[src/verilog/cpu_cfg.svh]
`ifndef CPU_CFG_SVH
`define CPU_CFG_SVH

// Core widths
`define CPU_PC_WIDTH    13
`define CPU_ADDR_WIDTH  12
`define CPU_DATA_WIDTH  4
`define CPU_INSTR_WIDTH 12

// Program memory
`define CPU_RESET_PC    13'h100

// Data RAM, 4096 nibbles
`define CPU_RAM_DEPTH   4096

`endif

[src/verilog/cpu_pkg.sv]
`default_nettype none

`include "cpu_cfg.svh"

package cpu_pkg;

  typedef logic [`CPU_PC_WIDTH-1:0]    pc_t;
  typedef logic [`CPU_ADDR_WIDTH-1:0]  addr_t;
  typedef logic [`CPU_DATA_WIDTH-1:0]  nibble_t;
  typedef logic [`CPU_INSTR_WIDTH-1:0] instr_t;

  // 0 A, 1 B, 2 MX, 3 MY
  typedef logic [1:0] reg_sel_t;

  typedef struct packed {
    logic carry;
    logic zero;
    logic decimal;
  } flags_t;

  typedef struct packed {
    pc_t     pc;
    nibble_t a;
    nibble_t b;
    addr_t   x;
    addr_t   y;
    flags_t  flags;
  } reg_state_t;

  typedef enum logic [2:0] {
    ALU_ADD,
    ALU_SUB,
    ALU_AND,
    ALU_OR,
    ALU_XOR
  } alu_op_e;

  typedef struct packed {
    logic    a_we;
    logic    b_we;
    logic    x_we;
    logic    y_we;
    logic    flags_we;
    logic    x_src_inc;  // X from increment, else immediate
    logic    pc_inc;
    logic    pc_load;
    pc_t     pc_value;
    nibble_t wdata;
    flags_t  new_flags;
  } reg_ctrl_t;

  typedef enum logic [2:0] {
    FETCH,
    DECODE,
    READ_OPERAND,
    EXECUTE,
    HALTED
  } seq_state_e;

endpackage

`default_nettype wire

[src/verilog/cpu.sv]
`timescale 1ns/100ps
`default_nettype none

module cpu (
  input  logic             clk,
  input  logic             reset_n,
  output cpu_pkg::pc_t     rom_addr,
  input  cpu_pkg::instr_t  rom_data,
  output cpu_pkg::addr_t   memory_addr,
  output logic             memory_write_en,
  output cpu_pkg::nibble_t memory_write_data,
  input  cpu_pkg::nibble_t memory_read_data,
  output logic             halt
);
  import cpu_pkg::*;

  reg_ctrl_t  ctrl;
  reg_state_t state;
  alu_op_e    alu_op;
  nibble_t    alu_r;
  nibble_t    alu_q;
  nibble_t    alu_result;
  logic       alu_carry;
  logic       alu_zero;

  cpu_microcode microcode (
    .clk               (clk),
    .reset_n           (reset_n),
    .rom_addr          (rom_addr),
    .rom_data          (rom_data),
    .memory_addr       (memory_addr),
    .memory_write_en   (memory_write_en),
    .memory_write_data (memory_write_data),
    .memory_read_data  (memory_read_data),
    .state             (state),
    .alu_result        (alu_result),
    .alu_carry         (alu_carry),
    .alu_zero          (alu_zero),
    .alu_op            (alu_op),
    .alu_r             (alu_r),
    .alu_q             (alu_q),
    .ctrl              (ctrl),
    .halt              (halt)
  );

  // ROM output holds the instruction until the PC moves
  cpu_regs regs (
    .clk     (clk),
    .reset_n (reset_n),
    .ctrl    (ctrl),
    .imm     (rom_data[3:0]),
    .state   (state)
  );

  cpu_alu alu (
    .op        (alu_op),
    .r_val     (alu_r),
    .q_val     (alu_q),
    .flags     (state.flags),
    .result    (alu_result),
    .carry_out (alu_carry),
    .zero_out  (alu_zero)
  );

endmodule

`default_nettype wire

[src/verilog/cpu_alu.sv]
`timescale 1ns/100ps
`default_nettype none

module cpu_alu (
  input  cpu_pkg::alu_op_e op,
  input  cpu_pkg::nibble_t r_val,
  input  cpu_pkg::nibble_t q_val,
  input  cpu_pkg::flags_t  flags,
  output cpu_pkg::nibble_t result,
  output logic             carry_out,
  output logic             zero_out
);
  import cpu_pkg::*;

  logic [4:0] sum;   // Extra bit for carry
  logic [4:0] diff;  // Extra bit for borrow

  always_comb begin
    sum = {1'b0, r_val} + {1'b0, q_val};
    diff = {1'b0, r_val} - {1'b0, q_val};
    result = r_val;
    carry_out = flags.carry;

    case (op)
      ALU_ADD: begin
        if (flags.decimal && sum > 5'd9) begin
          // BCD correction, digit wraps past 9
          sum = sum + 5'd6;
          carry_out = 1'b1;
        end else begin
          carry_out = sum[4];
        end
        result = sum[3:0];
      end
      ALU_SUB: begin
        carry_out = diff[4];
        if (flags.decimal && diff[4]) begin
          diff = diff - 5'd6;
        end
        result = diff[3:0];
      end
      ALU_AND: begin
        result = r_val & q_val;
      end
      ALU_OR: begin
        result = r_val | q_val;
      end
      ALU_XOR: begin
        result = r_val ^ q_val;
      end
      default: begin
        result = r_val;  // Unused op codes pass r
      end
    endcase

    zero_out = (result == '0);
  end

endmodule

`default_nettype wire

[src/verilog/cpu_microcode.sv]
`timescale 1ns/100ps
`default_nettype none

`include "cpu_cfg.svh"

module cpu_microcode (
  input  logic                clk,
  input  logic                reset_n,
  output cpu_pkg::pc_t        rom_addr,
  input  cpu_pkg::instr_t     rom_data,
  output cpu_pkg::addr_t      memory_addr,
  output logic                memory_write_en,
  output cpu_pkg::nibble_t    memory_write_data,
  input  cpu_pkg::nibble_t    memory_read_data,
  input  cpu_pkg::reg_state_t state,
  input  cpu_pkg::nibble_t    alu_result,
  input  logic                alu_carry,
  input  logic                alu_zero,
  output cpu_pkg::alu_op_e    alu_op,
  output cpu_pkg::nibble_t    alu_r,
  output cpu_pkg::nibble_t    alu_q,
  output cpu_pkg::reg_ctrl_t  ctrl,
  output logic                halt
);
  import cpu_pkg::*;

  localparam logic [3:0] OP_JP   = 4'h0;
  localparam logic [3:0] OP_JC   = 4'h1;
  localparam logic [3:0] OP_JNC  = 4'h2;
  localparam logic [3:0] OP_JZ   = 4'h3;
  localparam logic [3:0] OP_LDX  = 4'h4;
  localparam logic [3:0] OP_LDY  = 4'h5;
  localparam logic [3:0] OP_LDR  = 4'h6;
  localparam logic [3:0] OP_ALU  = 4'h7;
  localparam logic [3:0] OP_INCX = 4'h8;
  localparam logic [3:0] OP_DEC  = 4'h9;
  localparam logic [3:0] OP_HALT = 4'hE;

  localparam reg_sel_t SEL_A = 2'd0;
  localparam reg_sel_t SEL_B = 2'd1;

  seq_state_e seq_q;
  instr_t     instr_q;
  nibble_t    opnd_r_q;
  nibble_t    opnd_q_q;
  logic       second_q;  // Next read fills the q operand

  logic [3:0] dec_opcode;
  reg_sel_t   dec_r;
  reg_sel_t   dec_q;
  logic       dec_r_mem;
  logic       dec_q_mem;

  logic [3:0] opcode;
  reg_sel_t   r_sel;
  reg_sel_t   q_sel;
  reg_sel_t   dst_sel;
  logic       jump_taken;
  nibble_t    wdata;

  function automatic addr_t sel_addr(reg_sel_t sel, reg_state_t regs);
    return sel[0] ? regs.y : regs.x;
  endfunction

  function automatic nibble_t operand_value(reg_sel_t sel, reg_state_t regs, nibble_t mem_val);
    case (sel)
      SEL_A: return regs.a;
      SEL_B: return regs.b;
      default: return mem_val;
    endcase
  endfunction

  // Decode straight from the ROM output
  assign dec_opcode = rom_data[11:8];
  assign dec_r = rom_data[3:2];
  assign dec_q = rom_data[1:0];
  assign dec_r_mem = (dec_opcode == OP_ALU) && dec_r[1];
  assign dec_q_mem = (dec_opcode == OP_ALU) && dec_q[1];

  assign opcode = instr_q[11:8];
  assign r_sel = instr_q[3:2];
  assign q_sel = instr_q[1:0];
  assign dst_sel = (opcode == OP_ALU) ? r_sel : instr_q[5:4];

  always_ff @(posedge clk) begin
    if (reset_n) begin
      seq_q <= FETCH;
      second_q <= 1'b0;
    end else begin
      case (seq_q)
        FETCH: seq_q <= DECODE;
        DECODE: begin
          second_q <= !dec_r_mem;
          if (dec_opcode == OP_HALT) begin
            seq_q <= HALTED;
          end else if (dec_r_mem || dec_q_mem) begin
            seq_q <= READ_OPERAND;
          end else begin
            seq_q <= EXECUTE;
          end
        end
        READ_OPERAND: begin
          if (!second_q && q_sel[1]) begin
            second_q <= 1'b1;  // Stay for the q operand
          end else begin
            seq_q <= EXECUTE;
          end
        end
        EXECUTE: seq_q <= FETCH;
        HALTED: seq_q <= HALTED;
        default: seq_q <= FETCH;
      endcase
    end
  end

  always_ff @(posedge clk) begin
    if (seq_q == DECODE) begin
      instr_q <= rom_data;
    end
    if (seq_q == READ_OPERAND) begin
      if (second_q) begin
        opnd_q_q <= memory_read_data;
      end else begin
        opnd_r_q <= memory_read_data;
      end
    end
  end

  assign rom_addr = state.pc;
  assign halt = (seq_q == HALTED);

  assign alu_op = alu_op_e'(instr_q[6:4]);
  assign alu_r = operand_value(r_sel, state, opnd_r_q);
  assign alu_q = operand_value(q_sel, state, opnd_q_q);

  always_comb begin
    case (opcode)
      OP_JP:   jump_taken = 1'b1;
      OP_JC:   jump_taken = state.flags.carry;
      OP_JNC:  jump_taken = !state.flags.carry;
      OP_JZ:   jump_taken = state.flags.zero;
      default: jump_taken = 1'b0;
    endcase
  end

  always_comb begin
    case (seq_q)
      DECODE:       memory_addr = sel_addr(dec_r_mem ? dec_r : dec_q, state);
      READ_OPERAND: memory_addr = sel_addr(q_sel, state);
      default:      memory_addr = sel_addr(dst_sel, state);  // Write target
    endcase
  end

  always_comb begin
    if (opcode == OP_ALU) begin
      wdata = alu_result;
    end else if (opcode == OP_LDX || opcode == OP_LDY) begin
      wdata = instr_q[7:4];
    end else begin
      wdata = instr_q[3:0];
    end
  end

  assign memory_write_data = wdata;

  always_comb begin
    ctrl = '0;
    ctrl.wdata = wdata;
    ctrl.pc_value = {state.pc[`CPU_PC_WIDTH-1:8], instr_q[7:0]};  // Same page
    ctrl.new_flags = state.flags;
    memory_write_en = 1'b0;

    if (seq_q == EXECUTE) begin
      ctrl.pc_load = jump_taken;
      ctrl.pc_inc = !jump_taken;
      case (opcode)
        OP_LDX: ctrl.x_we = 1'b1;
        OP_LDY: ctrl.y_we = 1'b1;
        OP_INCX: begin
          ctrl.x_we = 1'b1;
          ctrl.x_src_inc = 1'b1;
        end
        OP_DEC: begin
          ctrl.flags_we = 1'b1;
          ctrl.new_flags.decimal = instr_q[0];
        end
        OP_LDR, OP_ALU: begin
          if (opcode == OP_ALU) begin
            ctrl.flags_we = 1'b1;
            ctrl.new_flags.carry = alu_carry;
            ctrl.new_flags.zero = alu_zero;
          end
          case (dst_sel)
            SEL_A:   ctrl.a_we = 1'b1;
            SEL_B:   ctrl.b_we = 1'b1;
            default: memory_write_en = 1'b1;  // MX or MY
          endcase
        end
        default: ;
      endcase
    end
  end

endmodule

`default_nettype wire

[src/verilog/cpu_regs.sv]
`timescale 1ns/100ps
`default_nettype none

`include "cpu_cfg.svh"

module cpu_regs (
  input  logic                clk,
  input  logic                reset_n,
  input  cpu_pkg::reg_ctrl_t  ctrl,
  input  cpu_pkg::nibble_t    imm,
  output cpu_pkg::reg_state_t state
);
  import cpu_pkg::*;

  pc_t     pc;
  nibble_t a;
  nibble_t b;
  addr_t   x;
  addr_t   y;
  flags_t  flags;

  // Low byte of an X or Y load, high nibble arrives in wdata
  addr_t   xy_imm;

  assign xy_imm = {4'h0, ctrl.wdata, imm};

  always_ff @(posedge clk) begin
    if (reset_n) begin
      pc <= `CPU_RESET_PC;
      flags <= '0;
    end else begin
      if (ctrl.pc_load) begin
        pc <= ctrl.pc_value;
      end else if (ctrl.pc_inc) begin
        pc <= pc + 1'b1;
      end

      if (ctrl.flags_we) begin
        flags <= ctrl.new_flags;
      end
    end
  end

  always_ff @(posedge clk) begin
    if (ctrl.a_we) begin
      a <= ctrl.wdata;
    end
    if (ctrl.b_we) begin
      b <= ctrl.wdata;
    end

    if (ctrl.x_we) begin
      if (ctrl.x_src_inc) begin
        x <= x + 1'b1;  // Wraps at 12 bits
      end else begin
        x <= xy_imm;
      end
    end

    if (ctrl.y_we) begin
      y <= xy_imm;
    end
  end

  assign state = '{
    pc:    pc,
    a:     a,
    b:     b,
    x:     x,
    y:     y,
    flags: flags
  };

endmodule

`default_nettype wire
[config.mk]
export PLATFORM = sky130hd
export DESIGN_NAME = cpu
export DESIGN_NICKNAME = d
export VERILOG_FILES = /design/src/verilog/cpu_pkg.sv /design/src/verilog/cpu.sv /design/src/verilog/cpu_alu.sv /design/src/verilog/cpu_microcode.sv /design/src/verilog/cpu_regs.sv
export VERILOG_INCLUDE_DIRS = /design/src /design/src/verilog
export SDC_FILE = /design/constraint.sdc
export NUM_CORES = 1
export LEC_CHECK = 0
export ABC_AREA = 1
export ABC_CLOCK_PERIOD_IN_PS = 4100
export BUFFER_PORTS_ARGS = -buffer_cell sky130_fd_sc_hd__buf_2
export CAP_MARGIN = 20
export CORE_ASPECT_RATIO = 1.25
export CORE_UTILIZATION = 49
export DETAILED_ROUTE_END_ITERATION = 10
export GPL_TIMING_DRIVEN = 0
export HOLD_SLACK_MARGIN = 0.06
export PLACE_DENSITY_LB_ADDON = 0.3
export SYNTH_ARGS = -nofsm -noshare
export SYNTH_HDL_FRONTEND = slang
export SYNTH_SLANG_ARGS = --single-unit
[constraint.sdc]
create_clock -name clk -period 4.1 [get_ports clk]
set_clock_uncertainty 0.1 [all_clocks]
set_input_delay 0.205 -clock clk [delete_from_list [all_inputs] [get_ports clk]]
set_output_delay 0.205 -clock clk [all_outputs]
set_load 0.03 [all_outputs]
==> impl_metrics.env, run 1 <==
export IMPL_whs_ps=404
export IMPL_die_y_um=105
export IMPL_nets=635
export IMPL_synth_top_area_cell="edfxtp_1"
export IMPL_synth_flop_cell="edfxtp_1"
export IMPL_wl_per_cell_um=14.1
export IMPL_synth_area_um2=4180
export IMPL_place_hpwl_mm=7.30
export IMPL_globalRouteMet3Util_pct=4.54
export IMPL_critPathLaunchType="register"
export IMPL_grt_pass1_wl_mm=15.6
export IMPL_busiest_layer="met2"
export IMPL_grt_pass1_vias=3550
export IMPL_dpl_cell_area_um2=4560
export IMPL_relSlewSlack_pct=56.7
export IMPL_synth_mux_area_share_pct=0
export IMPL_drtPass1Iterations=8
export IMPL_cts_buffers=9
export IMPL_slew_viol_final=0
export IMPL_start_util_pct=50.8
export IMPL_num_vias=3691
export IMPL_drt_iter0_drc=164
export IMPL_fp_dieArea_um2=8910
export IMPL_syn_inst=511
export IMPL_die_x_um=84.7
export IMPL_slowest_stage="fa_1"
export IMPL_syn_mean_instance_area_um2=8.19
export IMPL_setup_worst_path_end_class="output port"
export IMPL_yosysWarnings=0
export IMPL_num_io_pins=49
export IMPL_r2r_end="regs.x[6]"
export IMPL_synth_edf_count=48
export IMPL_synthTopCellsByArea="edfxtp_1 (34%), dfxtp_1 (9.6%), nand2_1 (8.6%), inv_1 (7.2%), ha_1 (4.8%)"
export IMPL_rr_worst_depth=17
export IMPL_crit_start="microcode.instr_q[3]"
export IMPL_finalCriticalPeriod_ps=3950
export IMPL_ir_drop_uv=290
export IMPL_cts_path_max_buffers=2
export IMPL_cts_reportedPaths_clkPinSlew_ps=70
export IMPL_fin_crit_sh_pct=96.4
export IMPL_antenna_cells=0
export IMPL_setup_viol=0
export IMPL_status="complete, but fails checks"
export IMPL_path_buf_inv=5
export IMPL_drc=2
export IMPL_grt_total_usage_pct=22.7
export IMPL_drt_total_wl_mm=9.86
export IMPL_p_leak_nw=2.32
export IMPL_critical_path_most_common_cell="nand2_1"
export IMPL_rows=37
export IMPL_synth_cell_type_count=45
export IMPL_synth_top_area_share_pct=34.4
export IMPL_hold_viol=0
export IMPL_max_cap_viol_count=0
export IMPL_htreeDepth=3
export IMPL_synth_simple_gate_area_share_pct=24.4
export IMPL_syn2layout_area_growth_pct=21.0
export IMPL_gp_congestion=0.908
export IMPL_cts_sinks=68
export IMPL_drive_gt1_share_pct=21.5
export IMPL_synth_compound_area_share_pct=12.5
export IMPL_ctsRootBufferMaster="clkbuf_8"
export IMPL_hold_class="register to register"
export IMPL_violations="design-rule violations"
export IMPL_crit_cells=17
export IMPL_syn_num_nets=547
export IMPL_via_per_inst=5.27
export IMPL_synth_adder_area_share_pct=5.74
export IMPL_grt_max_degree=17
export IMPL_stdcell_area_um2=5060
export IMPL_path_cells="buf_4 -> nand2_1 -> o211ai_1 -> buf_4 -> ha_1 -> fa_1 -> inv_1 -> nand3_1 -> nand3_1 -> nand2_1 -> nand2_1 -> nand3_1 -> nand2_1 -> nand2_1 -> a21boi_2 -> buf_4 -> buf_2"
export IMPL_core_area_um2=8240
export IMPL_reg2reg_from="microcode.instr_q[3]"
export IMPL_cp_required_ps=3800
export IMPL_met2_usage_pct=40.5
export IMPL_cts_tree="yes"
export IMPL_antenna_found_initial=0
export IMPL_synthXorXnorAreaFrac_pct=1.88
export IMPL_synthArstFlopShare_pct=0
export IMPL_cp_top_family="buffers and inverters"
export IMPL_crit_fanout=5
export IMPL_path_class="register to output port"
export IMPL_critPathArrivalTime_ps=3650
export IMPL_synth_common_cells="nand2_1 (96), inv_1 (80), nor2_1 (52), edfxtp_1 (48), nand3_1 (36)"
export IMPL_synth_top_family_by_area="simple AND/OR/NAND/NOR gates"
export IMPL_clock_latency_ps=350
export IMPL_worst_slew_pin_slew_ps=643
export IMPL_ys_ff_latch=68
export IMPL_power_density_nw_per_um2=371
export IMPL_clock_fmax_mhz=253
export IMPL_grt_overflow=0
export IMPL_port_buffers=48
export IMPL_use_met1_pct=25.9
export IMPL_ant_nets=0
export IMPL_r2r_slack_ps=700
export IMPL_synth_most_common_cell="nand2_1"
export IMPL_ys_seq_area_share_pct=44.0
export IMPL_cp_slowest_stage_delay_ps=540
export IMPL_crit_end="memory_write_data[1]"
report_power, final:
group / internal (mW) / total, mW / switching [mW] / leakage, nW
clock network: 0.334 / 0.587 / 0.252 / 0.109
logic: 0.174 / 0.500 / 0.326 / 1.62
registers: 0.768 / 0.790 / 0.0220 / 0.595
total: 1.28 / 1.88 / 0.600 / 2.32
placed cells by master (no fill, tap or decap), types with 2 or more instances in the layout:
master / netlist / routed
a211oi_1: 3 / 3
a21oi_1: 28 / 28
buf_2: 1 / 49
buf_4: 18 / 29
buf_6: 1 / 2
clkbuf_1: 1 / 3
clkbuf_8: 0 / 10
dfxtp_1: 20 / 20
dlygate4sd3_1: 0 / 17
edfxtp_1: 48 / 48
fa_1: 2 / 2
ha_1: 16 / 16
inv_1: 80 / 79
inv_2: 3 / 4
inv_4: 2 / 3
nand2_1: 96 / 95
nand2_2: 4 / 5
nand3_1: 36 / 36
nand3_2: 2 / 2
nand3b_1: 2 / 2
nand4_1: 6 / 6
nor2_1: 52 / 50
nor2_2: 6 / 7
nor2_4: 1 / 2
nor3_1: 10 / 10
nor3_2: 2 / 2
nor4_1: 2 / 2
o211ai_1: 8 / 8
o21a_1: 3 / 3
o21ai_0: 24 / 24
o21ai_2: 3 / 2
o21ai_4: 1 / 2
o22ai_1: 9 / 9
xnor2_1: 2 / 2
xor2_1: 7 / 7
timing repair:
item                                    CTS  global route
buffers inserted                          0             9
endpoints found under the hold margin    27             0
endpoints found under the setup margin    3             3
resized for setup                         5             5
hold buffers                             17             0
pin swaps                                 0             4
area by class of cell:
class | count | area (µm²)
plain buffers | 21 | 155
clock buffers | 13 | 170
clock inverters | 3 | 41.3
fillers | 754 | 3180
inverters | 85 | 324
multi-input cells | 337 | 1900
flip-flops and latches | 68 | 1840
well taps | 97 | 121
repair buffers | 77 | 504
layer usage:
metal,vias up,part of all wire [%]
li1,1858,-
met1,1724,43
met2,88,51
met3,21,4.1
met4,0,2.3
met5,-,0
sequential cells by signal, indices dropped and copies added, names as in the netlist:
signal	cells
regs.x	12
microcode.opnd_q_q	4
microcode.seq_q	3
regs.state	3
regs.a	4
microcode.opnd_r_q	4
microcode.second_q	1
regs.b	4
regs.y	8
microcode.instr_q	12
regs.pc	13
worst min-delay path by stage:
stage	slack [ps]	cells after the start	from	end
after global routing	430	2	regs.state[1]	regs.state[1]
final	400	2	regs.state[2]	regs.state[2]
after detailed placement	280	1	rom_data[7]	microcode.instr_q[7]
after floorplan	180	1	reset_n	regs.state[0]
after global placement	280	1	rom_data[7]	microcode.instr_q[7]
after CTS	400	2	regs.state[2]	regs.state[2]
cells by family after synthesis:
family | Yosys count
compound gates | 86
buf+inv | 106
xor+xnor | 9
simple gates | 224
fa+ha+maj | 18
flops | 68
worst register-to-register path, cell delays in order, from the launching register on:
cell and delay (ps):
edfxtp_1 500, nor2_4 150, inv_1 80, o211ai_1 310, inv_1 120, ha_1 250
fa_1 410, nor2_1 160, nor2_1 70, ha_1 280, o211ai_1 210, nand2_1 70
inv_1 60, nand2_1 50, nand2_1 130, o21ai_4 100, nand2_1 80, nand2_1 40
metrics by stage:
stage	util (%)	std cells	setup WS (ps)	TNS (ps)	power (mW)
finish	61.4	701	150	0	1.88
global route	61.4	701	-3.27	-4.06	1.96
CTS	60.3	691	15.2	0	1.86
detailed placement	55.3	658	-138	-138	1.26
global placement	55.2	656	-115	-115	1.25
floorplan	-	511	889	0	1.14
No activity file was read; power rests on OpenSTA's default activity.
==> run 2, diff against run 1 <==
--- a/config.mk
+++ b/config.mk
@@ -6,7 +6,6 @@
 export SDC_FILE = /design/constraint.sdc
 export NUM_CORES = 1
 export LEC_CHECK = 0
-export ABC_AREA = 1
 export ABC_CLOCK_PERIOD_IN_PS = 4100
 export BUFFER_PORTS_ARGS = -buffer_cell sky130_fd_sc_hd__buf_2
 export CAP_MARGIN = 20
@@ -16,6 +15,7 @@
 export GPL_TIMING_DRIVEN = 0
 export HOLD_SLACK_MARGIN = 0.06
 export PLACE_DENSITY_LB_ADDON = 0.3
+export SETUP_SLACK_MARGIN = 0.05
 export SYNTH_ARGS = -nofsm -noshare
 export SYNTH_HDL_FRONTEND = slang
 export SYNTH_SLANG_ARGS = --single-unit
==> impl_metrics.env, run 2 <==
export IMPL_status="complete, but fails checks"
export IMPL_violations="negative setup slack"
export IMPL_antenna_found_initial=0
export IMPL_max_cap_viol_count=0
export IMPL_syn_num_nets=480
export IMPL_fin_crit_sh_pct=100
export IMPL_worst_slack_ps=-13.2
export IMPL_grt_max_degree=19
export IMPL_top_regs="regs.pc (13), microcode.instr_q (12), regs.x (12)"
export IMPL_drc=0
export IMPL_layout_common_cells="buf_2 (54), buf_4 (51), edfxtp_1 (48)"
export IMPL_core_area_um2=8380
export IMPL_grt_pass1_vias=3711
export IMPL_place_hpwl_mm=7.42
export IMPL_synth_mux_area_share_pct=8.83
export IMPL_relSlewSlack_pct=31.0
export IMPL_cts_tree="yes"
export IMPL_synth_simple_gate_area_share_pct=18.5
export IMPL_syn_mean_instance_area_um2=9.70
export IMPL_power_density_nw_per_um2=352
export IMPL_drt_iter0_drc=253
export IMPL_die_y_um=107
export IMPL_ctsRootBufferMaster="clkbuf_8"
export IMPL_gp_congestion=0.887
export IMPL_antenna_cells=0
export IMPL_cp_required_ps=3800
export IMPL_final_common_cell="buf_2"
export IMPL_p_total_mw=1.98
export IMPL_synthTopCellsByArea="edfxtp_1 (33%), dfxtp_1 (9.3%), ha_1 (4.6%), mux2i_1 (4.6%), mux2_2 (4.2%)"
export IMPL_largest_register="regs.pc"
export IMPL_start_util_pct=51.4
export IMPL_num_io_pins=49
export IMPL_synth_top_family_by_area="simple AND/OR/NAND/NOR gates"
export IMPL_synth_edf_count=48
export IMPL_synthXorXnorAreaFrac_pct=3.66
export IMPL_via_per_inst=5.60
export IMPL_critPathArrivalTime_ps=3810
export IMPL_drt_total_wl_mm=11.6
export IMPL_power_share_combinational_pct=30.6
export IMPL_synthArstFlopShare_pct=0
export IMPL_cts_sinks=68
export IMPL_htreeDepth=3
export IMPL_slew_viol_final=0
export IMPL_p_leak_nw=2.27
export IMPL_setup_worst_path_end_class="output port"
export IMPL_syn_inst=444
export IMPL_clock_latency_ps=350
export IMPL_largest_reg_flops=13
export IMPL_fin_util_pct=67.3
export IMPL_cellInternalPower_mw=1.37
export IMPL_wl_per_cell_um=17.1
export IMPL_cts_reportedPaths_clkPinSlew_ps=70
export IMPL_yosysWarnings=0
export IMPL_clkPwrFrac_pct=29.9
export IMPL_syn2layout_area_growth_pct=30.9
export IMPL_ant_nets=0
export IMPL_synth_most_common_cell="edfxtp_1"
export IMPL_synth_top_area_cell="edfxtp_1"
export IMPL_grt_total_usage_pct=25.7
export IMPL_dpl_cell_area_um2=4720
export IMPL_rows=37
export IMPL_tns_ps=-13.2
export IMPL_cts_buffers=9
export IMPL_synth_common_cells="edfxtp_1 (48), nor2_1 (41), nand2_1 (29), o21ai_0 (23), inv_1 (21)"
export IMPL_finalCriticalPeriod_ps=4110
export IMPL_dp_slack_ps=-704
export IMPL_cts_path_max_buffers=2
export IMPL_synth_top_area_share_pct=33.5
export IMPL_setup_viol=1
export IMPL_grt_overflow=0
export IMPL_critPathLaunchType="register"
export IMPL_hold_class="register to register"
export IMPL_synth_flop_cell="edfxtp_1"
export IMPL_crit_fanout=4
export IMPL_port_buffers=48
export IMPL_synth_compound_area_share_pct=13.4
export IMPL_die_x_um=85.9
export IMPL_dp_cells=611
export IMPL_path_class="register to output port"
export IMPL_rsz0062_at_grt="true"
export IMPL_synth_cell_type_count=59
export IMPL_num_vias=3794
export IMPL_whs_ps=418
export IMPL_ys_ff_latch=68
export IMPL_synth_area_um2=4310
export IMPL_drtPass1Iterations=5
export IMPL_drive_gt1_share_pct=32.9
export IMPL_fp_dieArea_um2=9170
export IMPL_pwr_share_seq_pct=39.5
export IMPL_grt_pass1_wl_mm=18.0
export IMPL_synth_adder_area_share_pct=5.58
export IMPL_switching_power_uw=608
export IMPL_sw_frac_of_total_pct=30.7
export IMPL_ys_seq_area_share_pct=42.8
export IMPL_worst_slew_pin_slew_ps=1030
export IMPL_stdcell_area_um2=5640
export IMPL_ir_drop_uv=252
export IMPL_stdcell_count=677
export IMPL_hold_viol=0
export IMPL_clock_fmax_mhz=243
export IMPL_nets=591
==> run 2: cell count changes in the layout (fill, tap and decap cells not counted), sizes merged, moves of 9 or more <==
cell    change
mux2i      +20
buf        +32
inv        -65
nor2       -19
mux2       +16
nor2b      +10
a21oi      -10
nand2      -72
nand3      -23
clkbuf      +9
==> run 2: path summary, 6_finish.rpt <==
| kind | depth (start not counted) | slack (ps) | end | startpoint |
|---|---|---|---|---|
| max | 13 | -10 | memory_write_data[3] | microcode.instr_q[0] |
| min | 2 | 420 | regs.state[2] | regs.state[2] |
| max reg2reg | 14 | 160 | regs.a[3] | microcode.instr_q[0] |
| min reg2reg | 2 | 420 | regs.state[2] | regs.state[2] |
==> run 2: cell type report <==
cell class / instances / area (µm²)
Buffer: 38 / 236
Clock buffer: 10 / 128
Clock inverter: 6 / 78.8
Fill cell: 622 / 2740
Inverter: 21 / 78.8
Multi-Input combinational cell: 313 / 2410
Sequential cell: 68 / 1840
Tap cell: 117 / 146
Timing Repair Buffer: 104 / 721
==> run 2: worst max-delay path, stage by stage, from the launching register on <==
cell and delay, ps:
edfxtp_1 490, mux2i_1 270, o21ai_2 110, ha_4 180
fa_2 540, inv_2 40, ha_2 170, or3b_4 370
and2_4 170, or3_4 370, a32oi_4 260, nor2b_4 220
mux2i_4 100, buf_6 160
==> run 2: cells by family (layout without fill, tap and decap cells) <==
group | count (synthesis) | after routing
DFF | 68 | 68
muxes | 36 | 36
AOI/OAI and AO/OA | 88 | 88
xor gates and xnor gates | 18 | 18
and+or+nand+nor | 153 | 153
adders and majority gates | 18 | 18
buffers and inverters | 63 | 179
==> run 2: routing by layer <==
layer,global-route usage (%),wire length (µm),up-vias
met5,0,0,-
met4,14.8,476,0
met3,4.93,493,33
met2,44.2,5940,122
met1,29.7,4680,1823
li1,-,-,1816
==> run 2: power groups by stage <==
stage                     sequential (mW)  combinational, mW  clock [mW]
after detailed placement            0.796              0.419           0
after floorplan                     0.790              0.318           0
after global routing                0.785              0.644       0.629
final                               0.782              0.606       0.593
after global placement              0.795              0.411           0
after CTS                           0.782              0.511       0.599
==> run 2: repair_timing <==
item                                    CTS  global route
hold endpoints to repair                 26             0
pin swaps                                13            18
endpoints found under the setup margin   12             3
hold buffers                             17             0
resized for setup                        47            21
buffers inserted                         19            17
==> run 3, diff against run 2 <==
--- a/config.mk
+++ b/config.mk
@@ -18,4 +18,5 @@
 export SETUP_SLACK_MARGIN = 0.05
 export SYNTH_ARGS = -nofsm -noshare
 export SYNTH_HDL_FRONTEND = slang
+export SYNTH_HIERARCHICAL = 1
 export SYNTH_SLANG_ARGS = --single-unit
==> impl_metrics.env, run 3 <==
export IMPL_critical_path_most_common_cell="buf_4"
export IMPL_min_to="regs/pc[9]"
export IMPL_synth_most_common_cell="edfxtp_1"
export IMPL_synth_top_area_cell="edfxtp_1"
export IMPL_antenna_cells=0
export IMPL_synth_common_cells="edfxtp_1 (48), buf_4 (41), nand2_1 (41), nor2_1 (35), inv_1 (30)"
export IMPL_slew_viol_final=0
export IMPL_power_share_combinational_pct=27.5
export IMPL_fin_crit_sh_pct=100
export IMPL_drt_iter0_drc=228
export IMPL_grt_overflow=0
export IMPL_cts_buffers=9
export IMPL_synth_area_um2=4840
export IMPL_yosysWarnings=6
export IMPL_grt_pass1_vias=3858
export IMPL_layout_common_cells="buf_4 (65), buf_2 (49), edfxtp_1 (48)"
export IMPL_violations="negative setup slack"
export IMPL_p_leak_nw=2.53
export IMPL_setup_worst_path_end_class="output port"
export IMPL_synth_top_area_share_pct=29.8
export IMPL_stdcell_count=731
export IMPL_core_area_um2=9610
export IMPL_top_regs="regs/pc (13), microcode/instr_q (12), regs/x (12)"
export IMPL_cp_slowest_stage_delay_ps=570
export IMPL_synth_cell_type_count=74
export IMPL_ant_nets=0
export IMPL_cts_path_max_buffers=2
export IMPL_pwr_share_seq_pct=35.6
export IMPL_worst_slew_pin_slew_ps=690
export IMPL_hold_class="input port to register"
export IMPL_cts_tree="yes"
export IMPL_max_cap_viol_count=0
export IMPL_cts_sinks=68
export IMPL_drive_gt1_share_pct=34.7
export IMPL_grt_total_usage_pct=22.5
export IMPL_synthTopCellsByArea="edfxtp_1 (30%), dfxtp_1 (8.3%), buf_4 (6.4%), ha_1 (4.4%), mux2i_1 (3.7%)"
export IMPL_place_hpwl_mm=8.25
export IMPL_drt_total_wl_mm=11.6
export IMPL_num_fill_cells=812
export IMPL_die_y_um=113
export IMPL_syn2layout_area_growth_pct=27.9
export IMPL_hp_start="reset_n"
export IMPL_clkPwrFrac_pct=36.9
export IMPL_antenna_found_initial=0
export IMPL_crit_fanout=5
export IMPL_gp_congestion=0.888
export IMPL_cp_top_family="compound AO/OA/AOI/OAI gates"
export IMPL_reg2reg_from="microcode/instr_q[0]"
export IMPL_num_vias=4030
export IMPL_power_density_nw_per_um2=355
export IMPL_path_class="register to output port"
export IMPL_setup_viol=1
export IMPL_largest_register="regs/pc"
export IMPL_start_util_pct=50.4
export IMPL_via_per_inst=5.51
export IMPL_wl_per_cell_um=15.9
export IMPL_status="complete, but fails checks"
export IMPL_relSlewSlack_pct=53.5
export IMPL_switching_power_uw=614
export IMPL_synth_edf_count=48
export IMPL_r2r_end="regs/x[6]"
export IMPL_critPathArrivalTime_ps=3800
export IMPL_worst_slack_ps=-4.30
export IMPL_drc=0
export IMPL_rows=40
export IMPL_nets=637
export IMPL_ys_ff_latch=68
export IMPL_final_common_cell="buf_4"
export IMPL_rsz0062_at_grt="true"
export IMPL_path_buf_inv=9
export IMPL_clock_fmax_mhz=244
export IMPL_cellInternalPower_mw=1.59
export IMPL_slowest_stage="o21ai_0"
export IMPL_fp_dieArea_um2=10300
export IMPL_ir_drop_uv=317
export IMPL_sw_frac_of_total_pct=27.9
export IMPL_drtPass1Iterations=5
export IMPL_critPathLaunchType="register"
export IMPL_hold_viol=0
export IMPL_port_buffers=48
export IMPL_dp_cells=675
export IMPL_path_cells="buf_6 -> mux2i_4 -> o21ai_2 -> inv_2 -> buf_4 -> buf_4 -> buf_4 -> buf_4 -> ha_1 -> nor2_1 -> a211oi_1 -> o221ai_1 -> inv_1 -> a22oi_1 -> o21ai_0 -> buf_4 -> buf_2"
export IMPL_synthArstFlopShare_pct=0
export IMPL_num_io_pins=49
export IMPL_htreeDepth=3
export IMPL_synth_flop_cell="edfxtp_1"
export IMPL_dp_slack_ps=-699
export IMPL_ctsRootBufferMaster="clkbuf_16"
export IMPL_die_x_um=90.9
export IMPL_syn_inst=496
export IMPL_grt_pass1_wl_mm=18.2
export IMPL_cp_required_ps=3800
export IMPL_r2r_slack_ps=260
export IMPL_largest_reg_flops=13
export IMPL_rr_worst_depth=19
export IMPL_min_delay_path_depth=2
export IMPL_finalCriticalPeriod_ps=4100
export IMPL_clock_latency_ps=330
export IMPL_syn_mean_instance_area_um2=9.77
export IMPL_ys_seq_area_share_pct=38.0
export IMPL_grt_max_degree=17
export IMPL_cts_reportedPaths_clkPinSlew_ps=50
-- run 3: worst max path at each step --
stage | from | end | depth (start not counted)
after floorplan | microcode/instr_q[2] | memory_write_data[1] | 12
after global placement | microcode/instr_q[0] | memory_write_data[1] | 14
after detailed placement | microcode/instr_q[0] | memory_write_data[1] | 14
after CTS | microcode/instr_q[2] | memory_write_data[3] | 17
after global routing | microcode/instr_q[2] | memory_write_data[0] | 17
final | microcode/instr_q[2] | memory_write_data[0] | 17
-- run 3: final cells by class --
class	instances	area, µm²	area share (%)
multi-input combinational	342	2700	43.6
timing repair buffer	90	621	10.0
inverter	30	113	1.82
clock inverter	5	75.1	1.21
buffer	59	444	7.17
tap	126	158	2.54
sequential	68	1840	29.7
clock buffer	11	243	3.92
-- run 3: metrics by stage --
step	utilization, %	power (mW)	hold slack [ps]	setup TNS [ps]	cell area, µm²
final	64.5	2.20	115	-4.30	6200
after global routing	64.5	2.28	117	-230	6200
after CTS	62.5	2.16	98.3	0	6010
after detailed placement	54.9	1.27	284	-5890	5270
after global placement	54.7	1.26	285	-4770	5250
after floorplan	-	1.16	170	0	4860
-- run 3: power groups by stage --
stage / clock [mW] / sequential, mW / combinational, mW
detailed placement: 0 / 0.795 / 0.476
finish: 0.812 / 0.782 / 0.605
floorplan: 0 / 0.788 / 0.370
global route: 0.852 / 0.783 / 0.648
CTS: 0.833 / 0.781 / 0.547
global placement: 0 / 0.794 / 0.466
-- run 3: what timing repair did --
| item | 4_1_cts | 5_1_grt |
|---|---|---|
| pin swaps | 12 | 19 |
| endpoints found under the hold margin | 24 | 0 |
| buffers inserted | 13 | 11 |
| endpoints found under the setup margin | 16 | 5 |
| hold buffers | 16 | 0 |
| resized for setup | 44 | 27 |
-- run 3: cells by family (layout without fill, tap and decap cells) --
group	after synthesis	count (layout)	synth area share (%)
buf+inv	89	195	11.0
compound gates	99	99	14.2
simple gates	161	161	18.8
flops	68	68	38.0
fa+ha+maj	19	19	5.22
other cells	1	4	0.0774
xor+xnor	24	24	4.34
mux	35	35	8.45
-- run 3: per-layer routing --
metal | track usage (%) | vias up | routed length, µm
met5 | 0 | - | 0
met4 | 9.95 | 0 | 281
met2 | 41.6 | 100 | 6220
met3 | 3.29 | 24 | 410
li1 | - | 1971 | -
met1 | 25.5 | 1935 | 4710
